<file path="src/conv_data_pkg.sv">
`default_nettype none

package conv_data_pkg;

    localparam int PIXEL_W = 16;
    localparam int ACC_W   = 32;

    // product register, then tree sum register
    localparam int MAC_LATENCY = 2;
    localparam int DRAIN_W     = $clog2(MAC_LATENCY + 2);

    typedef logic signed [PIXEL_W-1:0] pixel_t;   // pixels and weights

    // products, partial sums, biases, outputs
    typedef logic signed [ACC_W-1:0] acc_t;

endpackage

`default_nettype wire

</file>
<file path="src/conv_geom_pkg.sv">
`default_nettype none

package conv_geom_pkg;

    localparam int IFM_SIZE    = 6;
    localparam int KERNEL_SIZE = 3;
    localparam int IFM_DEPTH   = 2;
    localparam int NUM_FILTERS = 2;

    localparam int OFM_SIZE    = IFM_SIZE - KERNEL_SIZE + 1;
    localparam int IFM_PIXELS  = IFM_SIZE * IFM_SIZE;
    localparam int OFM_PIXELS  = OFM_SIZE * OFM_SIZE;
    localparam int KERNEL_TAPS = KERNEL_SIZE * KERNEL_SIZE;
    localparam int FILL_COUNT  = (KERNEL_SIZE - 1) * IFM_SIZE + KERNEL_SIZE;

    // index and counter widths
    localparam int FILT_W     = (NUM_FILTERS > 1) ? $clog2(NUM_FILTERS) : 1;
    localparam int CHAN_W     = (IFM_DEPTH > 1) ? $clog2(IFM_DEPTH) : 1;
    localparam int PIX_ADDR_W = $clog2(IFM_PIXELS);
    localparam int OFM_POS_W  = $clog2(OFM_PIXELS);
    localparam int FILL_W     = $clog2(FILL_COUNT);
    localparam int ROW_W      = $clog2(OFM_SIZE + KERNEL_SIZE);

    // maps are channel major, outputs and kernels filter major
    localparam int IFM_ADDR_W = $clog2(IFM_DEPTH * IFM_PIXELS);
    localparam int OFM_ADDR_W = $clog2(NUM_FILTERS * OFM_PIXELS);
    localparam int WT_ADDR_W  = $clog2(NUM_FILTERS * IFM_DEPTH * KERNEL_TAPS);

endpackage

`default_nettype wire

</file>
<file path="src/conv_ctrl_if.sv">
`timescale 1ns/100ps
`default_nettype none

interface conv_ctrl_if
    import conv_geom_pkg::*;
();

    logic                  shift_en;   // line buffer advances
    logic                  conv_en;    // this shift completes a window
    logic [FILT_W-1:0]     filt_idx;
    logic [CHAN_W-1:0]     chan_idx;
    logic                  first_chan;
    logic                  last_chan;
    logic [OFM_ADDR_W-1:0] ofm_addr;
    logic                  psum_we;

    modport ctrl
    (
        output shift_en, conv_en, filt_idx, chan_idx,
        output first_chan, last_chan, ofm_addr, psum_we
    );

    modport window (input shift_en);
    modport mac (input filt_idx, chan_idx, conv_en);
    modport accum (input first_chan, last_chan, ofm_addr, psum_we, filt_idx);

endinterface

`default_nettype wire

</file>
<file path="src/window_buffer.sv">
`timescale 1ns/100ps
`default_nettype none

module window_buffer
    import conv_geom_pkg::*;
    import conv_data_pkg::*;
(
    input  wire         clk,
    input  wire         reset,
    input  wire pixel_t shift_in,
    conv_ctrl_if.window win,
    output pixel_t      window [KERNEL_TAPS]
);

    pixel_t line_sr [FILL_COUNT];   // [0] is the newest pixel

    always_ff @(posedge clk or posedge reset)
    begin
        if (reset)
        begin
            for (int i = 0; i < FILL_COUNT; i++)
                line_sr[i] <= '0;
        end
        else if (win.shift_en)
        begin
            line_sr[0] <= shift_in;
            for (int i = 1; i < FILL_COUNT; i++)
                line_sr[i] <= line_sr[i-1];
        end
    end

    ////////////////////////////////////////
    // window taps
    ////////////////////////////////////////
    // rows are one map line apart along the chain, bottom right tap at the head
    always_comb
    begin
        for (int r = 0; r < KERNEL_SIZE; r++)
        begin
            for (int c = 0; c < KERNEL_SIZE; c++)
            begin
                window[r*KERNEL_SIZE + c] =
                    line_sr[(KERNEL_SIZE-1-r)*IFM_SIZE + (KERNEL_SIZE-1-c)];
            end
        end
    end

endmodule

`default_nettype wire
</file>
<file path="src/flat_wrapper.sv">
// flat-port wrapper written by rule: the top's interface ports become plain ports
module window_buffer_flat import conv_geom_pkg::*; import conv_data_pkg::*;
  (clk, reset, shift_in, window, win_shift_en);
  conv_ctrl_if win_i ();
  input  wire clk;
  input  wire reset;
  input  wire pixel_t shift_in;
  output pixel_t window[KERNEL_TAPS];
  input wire logic [$bits(win_i.shift_en)-1:0] win_shift_en;
  assign win_i.shift_en = win_shift_en;
  window_buffer u_core (.clk(clk), .reset(reset), .shift_in(shift_in), .win(win_i), .window(window));
endmodule
</file>
<file path="config.mk">
export PLATFORM = sky130hd
export DESIGN_NAME = window_buffer_flat
export DESIGN_NICKNAME = d
export VERILOG_FILES = /design/src/conv_data_pkg.sv /design/src/conv_geom_pkg.sv /design/src/conv_ctrl_if.sv /design/src/window_buffer.sv /design/src/flat_wrapper.sv
export SDC_FILE = /design/constraint.sdc
export NUM_CORES = 1
export LEC_CHECK = 0
export BUFFER_PORTS_ARGS = -buffer_cell sky130_fd_sc_hd__clkbuf_2
export CAP_MARGIN = 30
export CORE_UTILIZATION = 45
export CTS_CLUSTER_SIZE = 14
export DETAILED_ROUTE_END_ITERATION = 10
export PLACE_DENSITY = 0.75
export SYNTH_ARGS = -nofsm -noshare
export SYNTH_HDL_FRONTEND = slang
export SYNTH_SLANG_ARGS = --single-unit
</file>
<file path="constraint.sdc">
create_clock -name clk -period 18.8 [get_ports clk]
set_input_delay 0.94 -clock clk [delete_from_list [all_inputs] [get_ports clk]]
set_output_delay 0.94 -clock clk [all_outputs]
set_load 0.1 [all_outputs]
</file>
==> impl_metrics.csv <==
group,metric,value,unit
critical_path,r2r-end,"u_core.window[34]",
critical_path,cp.depth,3,
clocking,clock-sinks,240,
critical_path,endpoint,"u_core.line_sr[166]",
placement,dp_hpwl,10230,um
clocking,ctsResizeCount,0,
routing,drcViolationCount,0,
cells_and_area,design_area,11660,sq um
cells_and_area,area_growth,5.861,%
timing,rsz0062_at_grt,"no",
critical_path,crit_start,"win_shift_en",
routing,drtIter0Drc,241,
clocking,cts_tree,"done",
clocking,clock_latency,530,ps
timing,setup_viol,0,
clocking,cts.clk_slew.worst_paths,60,ps
critical_path,path_delay_family,"buffers and inverters",
critical_path,r2r_start,"u_core.window[34]",
logic_synthesis,synth.area.top_cells,"dfrtp_1 (55%), mux2_4 (27%), buf_4 (9.8%)",
clocking,cts_buffer_depth,3,
logic_synthesis,synth_area_leader_cell,"dfrtp_1",
timing,worst_pin_slew,1127,ps
run_status,status,"completed",
routing,wl,16380,um
die,dieArea,25110,sq um
critical_path,cp_slowest_cell,"buf_12",
timing,layout_setup_ws,16230,ps
timing,period_needed,2574,ps
critical_path,r2r_cells,1,
clocking,numCtsBuffers,26,
timing,setup-tns-final,0,ps
routing,avgRoutedWirePerCell,16.17,um
die,die_y,158.5,um
placement,place.port_buffers,162,
global_route,grt_pass1_wl,25940,um
global_route,grt_pass1_vias,4665,
global_route,globalRoute.totalOverflow,0,
logic_synthesis,yosys_warnings,0,
cells_and_area,diodes,0,
clocking,cts_max_level,1,
logic_synthesis,yosys_register_bits,240,
critical_path,critPathRequiredTime,19200,ps
timing,fin_worst_skew,21.24,ps
routing,avgViaCountPerCell,4.618,
critical_path,reg2reg_slack,17960,ps
cells_and_area,drive_above_1_share,64.55,%
critical_path,path_cells,"buf_8 > buf_12 > mux2_2",
clocking,root_buffer,"clkbuf_16",
logic_synthesis,syn_avg_cell_area,16.90,sq um
logic_synthesis,syn_area,11020,sq um
critical_path,max_stage_delay,850,ps
critical_path,cp-start-kind,"primary input",
logic_synthesis,yosysTopAreaCellShare,54.52,%
die,start_util,46.38,%
clocking,holdBufCountCts,0,
cells_and_area,fill_cells,2013,
global_route,grt_usage,13.08,%
routing,antenna_left,0,
global_route,antenna_found_initial,0,
routing,num_vias,4678,
critical_path,worst-path-buf-inv,2,
placement,gp_congestion,0.6765,
timing,finalHoldViolCount,0,
timing,period_share,13.69,%
logic_synthesis,synth_cell_types,8,
placement,dp_slack,15730,ps
die,core.rowCount,56,
global_route,grt_start_max_net_pins,160,
worst_hold_path,hp-class,"reg2reg",
timing,fmax,0.3885,GHz
logic_synthesis,ys_seq_area_share,54.52,%
worst_hold_path,whs_path_depth,1,
die,core_area,23750,sq um
logic_synthesis,syn_inst,652,
clocking,post_cts_buffers,0,
run,maxCapViolCount,0,
cells_and_area,nets,694,
critical_path,cp_max_fo,159,
die,fp.dieW,158.5,um
critical_path,endpoint_kind,"flip-flop",
critical_path,arrival,2970,ps
critical_path,worstSetupPathType,"in2reg",
timing,slew_violations,0,
logic_synthesis,syn_nets,671,
timing,maxSlewHeadroom,24.89,%
placement,post_dp_cell_area,10750,sq um
routing,drtPass1Iterations,4,
die,io_pins,163,
==> final cells by class <==
| cell class | count | area (sq um) | area share, % |
|---|---|---|---|
| Clock buffer | 40 | 783.3 | 6.717 |
| Sequential cell | 240 | 6006 | 51.50 |
| Clock inverter | 7 | 125.1 | 1.073 |
| Tap cell | 319 | 399.1 | 3.423 |
| Multi-Input combinational cell | 240 | 3453 | 29.61 |
| Timing Repair Buffer | 166 | 883.3 | 7.575 |
| Inverter | 1 | 11.26 | 0.09657 |
==> cell families after synthesis <==
kind of cell  share of synthesized area, %
buf+inv                              14.13
flops                                54.52
mux                                  31.35
==> cells in the mapped netlist (all sizes together) <==
library cell	number
inv	1
dfrtp	240
buf	171
mux2	240
==> metrics by stage <==
stage               util, %  hold slack (ps)  cells
detailed placement    45.27            489.0    966
CTS                   49.09            488.6   1013
floorplan                 -            475.0    652
finish                49.09            485.1   1013
global placement      45.15            484.9    965
global route          49.09            513.4   1013
==> placed cells by master (no fill, tap or decap) <==
master and n:
dfrtp_1 240, mux2_4 200, clkbuf_2 161, mux2_2 40, clkbuf_16 26, clkbuf_8 8
clkbuf_1 6, bufinv_16 3, clkinv_2 2, buf_4 2, inv_8 1, clkinv_8 1
clkinv_4 1, buf_8 1, buf_16 1, buf_12 1
==> worst min-delay path by stage <==
| stage | from | end | slack [ps] |
|---|---|---|---|
| final | u_core.line_sr[165] | u_core.line_sr[149] | 490 |
| after global routing | u_core.line_sr[151] | u_core.window[55] | 510 |
| after CTS | u_core.line_sr[165] | u_core.line_sr[149] | 490 |
| after detailed placement | u_core.line_sr[172] | u_core.line_sr[156] | 490 |
| after global placement | u_core.line_sr[159] | u_core.window[63] | 480 |
| after floorplan | u_core.line_sr[144] | u_core.line_sr[144] | 470 |
==> layer usage <==
layer / global-route usage (%) / part of all wire (%) / vias to the layer above / routed length, um
met5: 0 / 0 / - / 0
met4: 3.480 / 2.1 / 0 / 350
li1: - / - / 2148 / -
met1: 18.13 / 48 / 2376 / 7785
met2: 20.05 / 44 / 128 / 7289
met3: 3.702 / 5.8 / 26 / 955
==> flip-flops by register name (all words and copies together) (netlist names) <==
register	flops
u_core.line_sr	96
u_core.window	144
Power is not shown: default switching activity piles up to over one toggle a cycle in this logic, so the estimate is an artifact.
