**config.mk**
```make
export PLATFORM = sky130hd
export DESIGN_NAME = conv_ctrl_flat
export DESIGN_NICKNAME = d
export VERILOG_FILES = /design/src/conv_data_pkg.sv /design/src/conv_geom_pkg.sv /design/src/conv_ctrl_if.sv /design/src/conv_ctrl.sv /design/src/flat_wrapper.sv
export SDC_FILE = /design/constraint.sdc
export NUM_CORES = 1
export LEC_CHECK = 0
export CAP_MARGIN = 0
export CORE_MARGIN = 2
export CORE_UTILIZATION = 65
export CTS_BUF_LIST = sky130_fd_sc_hd__clkbuf_4
export CTS_CLUSTER_DIAMETER = 50
export CTS_CLUSTER_SIZE = 40
export DETAILED_ROUTE_END_ITERATION = 12
export DONT_BUFFER_PORTS = 1
export GPL_ROUTABILITY_DRIVEN = 0
export GPL_TIMING_DRIVEN = 0
export PLACE_DENSITY = 0.8
export SYNTH_ARGS = -nofsm -noshare
export SYNTH_HDL_FRONTEND = slang
export SYNTH_SLANG_ARGS = --single-unit
export TNS_END_PERCENT = 50
```
**constraint.sdc**
```tcl
create_clock -name clk -period 3.47 [get_ports clk]
set_input_delay 0.347 -clock clk [delete_from_list [all_inputs] [get_ports clk]]
set_output_delay 0.347 -clock clk [all_outputs]
set_load 0.005 [all_outputs]
```
**src/conv_data_pkg.sv**
```systemverilog
`default_nettype none

package conv_data_pkg;

    localparam int PIXEL_W = 16;
    localparam int ACC_W   = 32;

    // product register, then tree sum register
    localparam int MAC_LATENCY = 2;
    localparam int DRAIN_W     = $clog2(MAC_LATENCY + 2);

    typedef logic signed [PIXEL_W-1:0] pixel_t;   // pixels and weights

    // products, partial sums, biases, outputs
    typedef logic signed [ACC_W-1:0] acc_t;

endpackage

`default_nettype wire

```
**src/conv_geom_pkg.sv**
```systemverilog
`default_nettype none

package conv_geom_pkg;

    localparam int IFM_SIZE    = 6;
    localparam int KERNEL_SIZE = 3;
    localparam int IFM_DEPTH   = 2;
    localparam int NUM_FILTERS = 2;

    localparam int OFM_SIZE    = IFM_SIZE - KERNEL_SIZE + 1;
    localparam int IFM_PIXELS  = IFM_SIZE * IFM_SIZE;
    localparam int OFM_PIXELS  = OFM_SIZE * OFM_SIZE;
    localparam int KERNEL_TAPS = KERNEL_SIZE * KERNEL_SIZE;
    localparam int FILL_COUNT  = (KERNEL_SIZE - 1) * IFM_SIZE + KERNEL_SIZE;

    // index and counter widths
    localparam int FILT_W     = (NUM_FILTERS > 1) ? $clog2(NUM_FILTERS) : 1;
    localparam int CHAN_W     = (IFM_DEPTH > 1) ? $clog2(IFM_DEPTH) : 1;
    localparam int PIX_ADDR_W = $clog2(IFM_PIXELS);
    localparam int OFM_POS_W  = $clog2(OFM_PIXELS);
    localparam int FILL_W     = $clog2(FILL_COUNT);
    localparam int ROW_W      = $clog2(OFM_SIZE + KERNEL_SIZE);

    // maps are channel major, outputs and kernels filter major
    localparam int IFM_ADDR_W = $clog2(IFM_DEPTH * IFM_PIXELS);
    localparam int OFM_ADDR_W = $clog2(NUM_FILTERS * OFM_PIXELS);
    localparam int WT_ADDR_W  = $clog2(NUM_FILTERS * IFM_DEPTH * KERNEL_TAPS);

endpackage

`default_nettype wire

```
**src/conv_ctrl_if.sv**
```systemverilog
`timescale 1ns/100ps
`default_nettype none

interface conv_ctrl_if
    import conv_geom_pkg::*;
();

    logic                  shift_en;   // line buffer advances
    logic                  conv_en;    // this shift completes a window
    logic [FILT_W-1:0]     filt_idx;
    logic [CHAN_W-1:0]     chan_idx;
    logic                  first_chan;
    logic                  last_chan;
    logic [OFM_ADDR_W-1:0] ofm_addr;
    logic                  psum_we;

    modport ctrl
    (
        output shift_en, conv_en, filt_idx, chan_idx,
        output first_chan, last_chan, ofm_addr, psum_we
    );

    modport window (input shift_en);
    modport mac (input filt_idx, chan_idx, conv_en);
    modport accum (input first_chan, last_chan, ofm_addr, psum_we, filt_idx);

endinterface

`default_nettype wire

```
**src/conv_ctrl.sv**
```systemverilog
`timescale 1ns/100ps
`default_nettype none

module conv_ctrl
    import conv_geom_pkg::*;
    import conv_data_pkg::*;
(
    input  wire                   clk,
    input  wire                   reset,
    input  wire                   start_from_previous,
    output logic                  end_to_previous,
    input  wire                   end_from_next,
    output logic                  start_to_next,
    output logic                  ifm_rd_en,
    output logic [IFM_ADDR_W-1:0] ifm_rd_addr,
    conv_ctrl_if.ctrl             ctrl
);

    enum logic [1:0] {IDLE, READ, DRAIN, WAIT_NEXT} state, state_next;
    enum logic [1:0] {W_FILL, W_READY, W_GAP} wstate;

    logic [PIX_ADDR_W-1:0] pix_cnt;
    logic [CHAN_W-1:0]     chan_cnt;
    logic [FILT_W-1:0]     filt_cnt;
    logic [DRAIN_W-1:0]    drain_cnt;
    logic                  pix_last;
    logic                  chan_last;
    logic                  filt_last;
    logic                  drain_last;
    logic [FILL_W-1:0]     fill_cnt;
    logic [ROW_W-1:0]      row_cnt;
    logic                  shift_en;
    logic                  conv_en;
    logic [MAC_LATENCY:0]  we_pipe;
    logic                  psum_we;
    logic [OFM_POS_W-1:0]  ofm_pos;

    assign pix_last   = (pix_cnt == PIX_ADDR_W'(IFM_PIXELS - 1));
    assign chan_last  = (chan_cnt == CHAN_W'(IFM_DEPTH - 1));
    assign filt_last  = (filt_cnt == FILT_W'(NUM_FILTERS - 1));
    assign drain_last = (drain_cnt == DRAIN_W'(MAC_LATENCY + 1));

    ////////////////////////////////////////
    // pass FSM
    ////////////////////////////////////////
    always_ff @(posedge clk or posedge reset)
    begin
        if (reset)
            state <= IDLE;
        else
            state <= state_next;
    end

    always_comb
    begin
        state_next = state;
        case (state)
            IDLE:
                if (start_from_previous)
                    state_next = READ;
            READ:
                if (pix_last)
                    state_next = DRAIN;
            DRAIN:   // last write lands on the final drain cycle
                if (drain_last)
                    state_next = (chan_last && filt_last) ? WAIT_NEXT : READ;
            WAIT_NEXT:
                if (end_from_next)
                    state_next = IDLE;
            default:
                state_next = IDLE;
        endcase
    end

    assign end_to_previous = (state == IDLE);
    assign start_to_next   = (state == WAIT_NEXT) && end_from_next;
    assign ifm_rd_en       = (state == READ);
    assign ifm_rd_addr     = IFM_ADDR_W'(chan_cnt) * IFM_ADDR_W'(IFM_PIXELS)
                             + IFM_ADDR_W'(pix_cnt);

    always_ff @(posedge clk or posedge reset)
    begin
        if (reset)
        begin
            pix_cnt   <= '0;
            drain_cnt <= '0;
            chan_cnt  <= '0;
            filt_cnt  <= '0;
        end
        else
        begin
            if (state == READ)
                pix_cnt <= pix_last ? '0 : pix_cnt + 1'b1;
            drain_cnt <= (state == DRAIN) ? drain_cnt + 1'b1 : '0;
            if (state == DRAIN && drain_last)
            begin
                chan_cnt <= chan_last ? '0 : chan_cnt + 1'b1;
                if (chan_last)
                    filt_cnt <= filt_last ? '0 : filt_cnt + 1'b1;
            end
        end
    end

    ////////////////////////////////////////
    // window valid FSM
    ////////////////////////////////////////
    always_ff @(posedge clk or posedge reset)
    begin
        if (reset)
            shift_en <= 1'b0;
        else
            shift_en <= ifm_rd_en;   // map read latency
    end

    always_ff @(posedge clk or posedge reset)
    begin
        if (reset)
        begin
            wstate   <= W_FILL;
            fill_cnt <= '0;
            row_cnt  <= '0;
        end
        else if (!shift_en)
        begin
            wstate   <= W_FILL;
            fill_cnt <= '0;
            row_cnt  <= '0;
        end
        else
        begin
            case (wstate)
                W_FILL:
                begin
                    if (fill_cnt == FILL_W'(FILL_COUNT - 2))
                    begin
                        wstate   <= W_READY;
                        fill_cnt <= '0;
                    end
                    else
                        fill_cnt <= fill_cnt + 1'b1;
                end
                W_READY:
                begin
                    if (row_cnt == ROW_W'(OFM_SIZE - 1))
                    begin
                        wstate  <= W_GAP;
                        row_cnt <= '0;
                    end
                    else
                        row_cnt <= row_cnt + 1'b1;
                end
                W_GAP:   // window wraps across the row edge
                begin
                    if (row_cnt == ROW_W'(KERNEL_SIZE - 2))
                    begin
                        wstate  <= W_READY;
                        row_cnt <= '0;
                    end
                    else
                        row_cnt <= row_cnt + 1'b1;
                end
                default:
                    wstate <= W_FILL;
            endcase
        end
    end

    assign conv_en = shift_en && (wstate == W_READY);

    // window reg plus mac pipeline
    always_ff @(posedge clk or posedge reset)
    begin
        if (reset)
            we_pipe <= '0;
        else
            we_pipe <= {we_pipe[MAC_LATENCY-1:0], conv_en};
    end

    assign psum_we = we_pipe[MAC_LATENCY];

    always_ff @(posedge clk or posedge reset)
    begin
        if (reset)
            ofm_pos <= '0;
        else if (psum_we)
            ofm_pos <= (ofm_pos == OFM_POS_W'(OFM_PIXELS - 1)) ? '0 : ofm_pos + 1'b1;
    end

    assign ctrl.shift_en   = shift_en;
    assign ctrl.conv_en    = conv_en;
    assign ctrl.filt_idx   = filt_cnt;
    assign ctrl.chan_idx   = chan_cnt;
    assign ctrl.first_chan = (chan_cnt == '0);
    assign ctrl.last_chan  = chan_last;
    assign ctrl.psum_we    = psum_we;
    assign ctrl.ofm_addr   = OFM_ADDR_W'(filt_cnt) * OFM_ADDR_W'(OFM_PIXELS)
                             + OFM_ADDR_W'(ofm_pos);

endmodule

`default_nettype wire

```
**src/flat_wrapper.sv**
```systemverilog
// flat-port wrapper written by rule: the top's interface ports become plain ports
module conv_ctrl_flat import conv_geom_pkg::*; import conv_data_pkg::*;
  (clk, reset, start_from_previous, end_to_previous, end_from_next, start_to_next, ifm_rd_en, ifm_rd_addr, ctrl_shift_en, ctrl_conv_en, ctrl_filt_idx, ctrl_chan_idx, ctrl_first_chan, ctrl_last_chan, ctrl_ofm_addr, ctrl_psum_we);
  conv_ctrl_if ctrl_i ();
  input  wire clk;
  input  wire reset;
  input  wire start_from_previous;
  output logic end_to_previous;
  input  wire end_from_next;
  output logic start_to_next;
  output logic ifm_rd_en;
  output logic [IFM_ADDR_W-1:0] ifm_rd_addr;
  output wire logic [$bits(ctrl_i.shift_en)-1:0] ctrl_shift_en;
  output wire logic [$bits(ctrl_i.conv_en)-1:0] ctrl_conv_en;
  output wire logic [$bits(ctrl_i.filt_idx)-1:0] ctrl_filt_idx;
  output wire logic [$bits(ctrl_i.chan_idx)-1:0] ctrl_chan_idx;
  output wire logic [$bits(ctrl_i.first_chan)-1:0] ctrl_first_chan;
  output wire logic [$bits(ctrl_i.last_chan)-1:0] ctrl_last_chan;
  output wire logic [$bits(ctrl_i.ofm_addr)-1:0] ctrl_ofm_addr;
  output wire logic [$bits(ctrl_i.psum_we)-1:0] ctrl_psum_we;
  assign ctrl_shift_en = ctrl_i.shift_en;
  assign ctrl_conv_en = ctrl_i.conv_en;
  assign ctrl_filt_idx = ctrl_i.filt_idx;
  assign ctrl_chan_idx = ctrl_i.chan_idx;
  assign ctrl_first_chan = ctrl_i.first_chan;
  assign ctrl_last_chan = ctrl_i.last_chan;
  assign ctrl_ofm_addr = ctrl_i.ofm_addr;
  assign ctrl_psum_we = ctrl_i.psum_we;
  conv_ctrl u_core (.clk(clk), .reset(reset), .start_from_previous(start_from_previous), .end_to_previous(end_to_previous), .end_from_next(end_from_next), .start_to_next(start_to_next), .ifm_rd_en(ifm_rd_en), .ifm_rd_addr(ifm_rd_addr), .ctrl(ctrl_i));
endmodule
```
==> results_dict.tcl <==
set metrics [dict create \
    rsz0062_at_grt "false" \
    cts_buffers 5 \
    synth_edf_count 0 \
    syn_area_per_cell_um2 10.6 \
    vias_per_cell 5.69 \
    path_common_cell "ha_1" \
    syn_inst 150 \
    rows 17 \
    dpl.hpwl_um 2110 \
    cts.sink_count 29 \
    crit_fanout 8 \
    synth_ff_type "dfrtp_1" \
    num_vias 1053 \
    fin_crit_ps 1900 \
    final_common_cell "dfrtp_1" \
    worst_setup_path_start_kind "flip-flop" \
    cts_tree "done" \
    wire_per_inst_um 15.0 \
    fill_cells 169 \
    antenna_found_initial 0 \
    slowest_delay_ps 500 \
    area_growth_pct 5.28 \
    place_ws_ps 1830 \
    drt_iter0_markers 10 \
    drive_gt1_frac 0.159 \
    p_int_uw 856 \
    grt_use_total 0.235 \
    num_antenna_cells 0 \
    final_cell_area_um2 1670 \
    combPwrFrac 0.435 \
    setup_slack_ps 1570 \
    grt_max_degree 30 \
    first_pass_iters 4 \
    clk_pin_slew_ps 90 \
    grt_pass1_vias 1025 \
    grt_pass1_wl_um 4620 \
    tns_ps 0 \
    drtAntennaViolNets 0 \
    ir_worst_vdd_mv 0.707 \
    cts_resized 0 \
    min_path_type "primary input to async pin" \
    worstPathRequired_ps 3120 \
    clockBufferDepth 2 \
    clock.fmax_ghz 0.527 \
    die_h_um 53.4 \
    ys_types 38 \
    setup_violations 0 \
    cap_violations 0 \
    yosysWarnings 0 \
    yosysSeqAreaShare 0.457 \
    cp_top_family "flip-flops" \
    grt_overflow 0 \
    root_buffer "clkbuf_4" \
    crit_slowest_cell "dfrtp_1" \
    cp.arrival_ps 1550 \
    drc 0 \
    htreeDepth 2 \
    die_w_um 53.4 \
    crit_chain "ha_1 > ha_1 > a31o_2" \
    core_area_um2 2250 \
    p_sw_uw 602 \
    cts_setup_buffers 0 \
    worstSetupPathType "flip-flop to output pin" \
    max_slew.worst_pin.slew_ps 1050 \
    leakagePower_nw 0.810 \
    finish.utilization 0.741 \
    p_sw_frac 0.413 \
    clkPwrFrac 0.128 \
    sequentialPowerShare 0.437 \
    outcome "finished clean" \
    start_util 0.704 \
    ctsHoldBuffers 0 \
    routed_wl_um 2780 \
    period_share 0.547 \
    drv_slew 0 \
    ys_ff_latch 29 \
    fin_worst_skew_ps 7.70 \
    finalHoldViolations 0 \
    place_area_um2 1620 \
    powerDensity_nw_per_um2 873 \
    dieArea_um2 2850 \
    relSlewSlack 0.302 \
    layout_common_cells "dfrtp_1 (29), nand2_1 (20), ha_1 (16)" \
    async_flop_share 1.00 \
    insertion_delay_ps 320 \
    post_synth_instance_area_um2 1590 \
    syn-num-nets 170 \
    final_nets 177 \
    portBuffers 0 \
    crit_buf_inv 0 \
    ios 26 \
    p_total_mw 1.46 \
    crit_path_end_kind "output pin" \
]
-- cells by family (layout without fill, tap and decap cells) --
group           after synthesis  in the layout  share of synthesized area
compound gates               26             26                      0.128
flops                        29             29                      0.457
simple gates                 47             47                      0.155
xor+xnor                      8              8                     0.0442
fa+ha+maj                    16             16                      0.126
buf+inv                      19             26                     0.0560
mux                           5              5                     0.0339
-- sequential cells by signal, summed over array words and instances (netlist names) --
name	flops
u_core.state	2
u_core.ctrl.shift_en	1
u_core.ctrl.filt_idx	1
u_core.wstate	2
u_core.drain_cnt	2
u_core.pix_cnt	6
u_core.row_cnt	3
u_core.fill_cnt	4
u_core.ctrl.chan_idx	1
u_core.we_pipe	3
u_core.ofm_pos	4
-- Yosys cell counts, types with 3 or more instances --
| cell | instances | area, um2 |
|---|---|---|
| xnor2_1 | 7 | 61.3 |
| o21ai_0 | 6 | 30.0 |
| inv_1 | 13 | 48.8 |
| dfrtp_1 | 29 | 726 |
| mux2_2 | 3 | 33.8 |
| nand2_1 | 20 | 75.1 |
| nor2_1 | 5 | 18.8 |
| and3_1 | 3 | 18.8 |
| nor3_1 | 3 | 15.0 |
| buf_4 | 4 | 30.0 |
| nand3_1 | 5 | 25.0 |
| ha_1 | 16 | 200 |
| a21oi_1 | 3 | 15.0 |
-- power groups by stage --
stage	combinational [mW]	sequential, mW	clock, mW
floorplan	0.525	0.605	0
global placement	0.592	0.628	0
detailed placement	0.635	0.641	0
CTS	0.644	0.636	0.192
global route	0.729	0.658	0.212
finish	0.634	0.637	0.187
-- final timing paths --
kind | slack (ps) | from | depth (start not counted) | end
setup / recovery | 1570 | u_core.ctrl.chan_idx | 3 | ifm_rd_addr[6]
hold / removal | 170 | reset | 1 | u_core.fill_cnt[1]
setup reg to reg | 1840 | u_core.wstate[1] | 6 | u_core.wstate[1]
hold reg to reg | 350 | u_core.we_pipe[1] | 0 | u_core.we_pipe[2]
max in group asynchronous | 2670 | reset | 1 | u_core.state[1]
min in group clk | 270 | end_from_next | 3 | u_core.state[0]
-- routing by layer --
| metal | vias up | wire length (um) | track usage | part of all wire |
|---|---|---|---|---|
| met2 | 33 | 1420 | 0.397 | 0.51 |
| met4 | 0 | 21 | 0.0726 | 0.0075 |
| met3 | 4 | 170 | 0.105 | 0.061 |
| li1 | 530 | - | - | - |
| met1 | 486 | 1170 | 0.263 | 0.42 |
| met5 | - | 0 | 0 | 0 |
-- area by class of cell --
cell class,count,area (um2),share of cell area
multi-input cells,102,772,0.462
plain buffers,6,40.0,0.0240
inverters,13,48.8,0.0292
well taps,28,35.0,0.0210
clock inverters,1,3.75,0.00225
clock buffers,6,45.0,0.0270
flip-flops and latches,29,726,0.434
-- through the flow --
| step | cells | hold slack, ps |
|---|---|---|
| 2_1_floorplan | 150 | 331 |
| 3_3_place_gp | 178 | 334 |
| 3_5_place_dp | 178 | 337 |
| 4_1_cts | 185 | 205 |
| 5_1_grt | 185 | 260 |
| 6_report | 185 | 171 |
(Power assumes the default switching activity.)
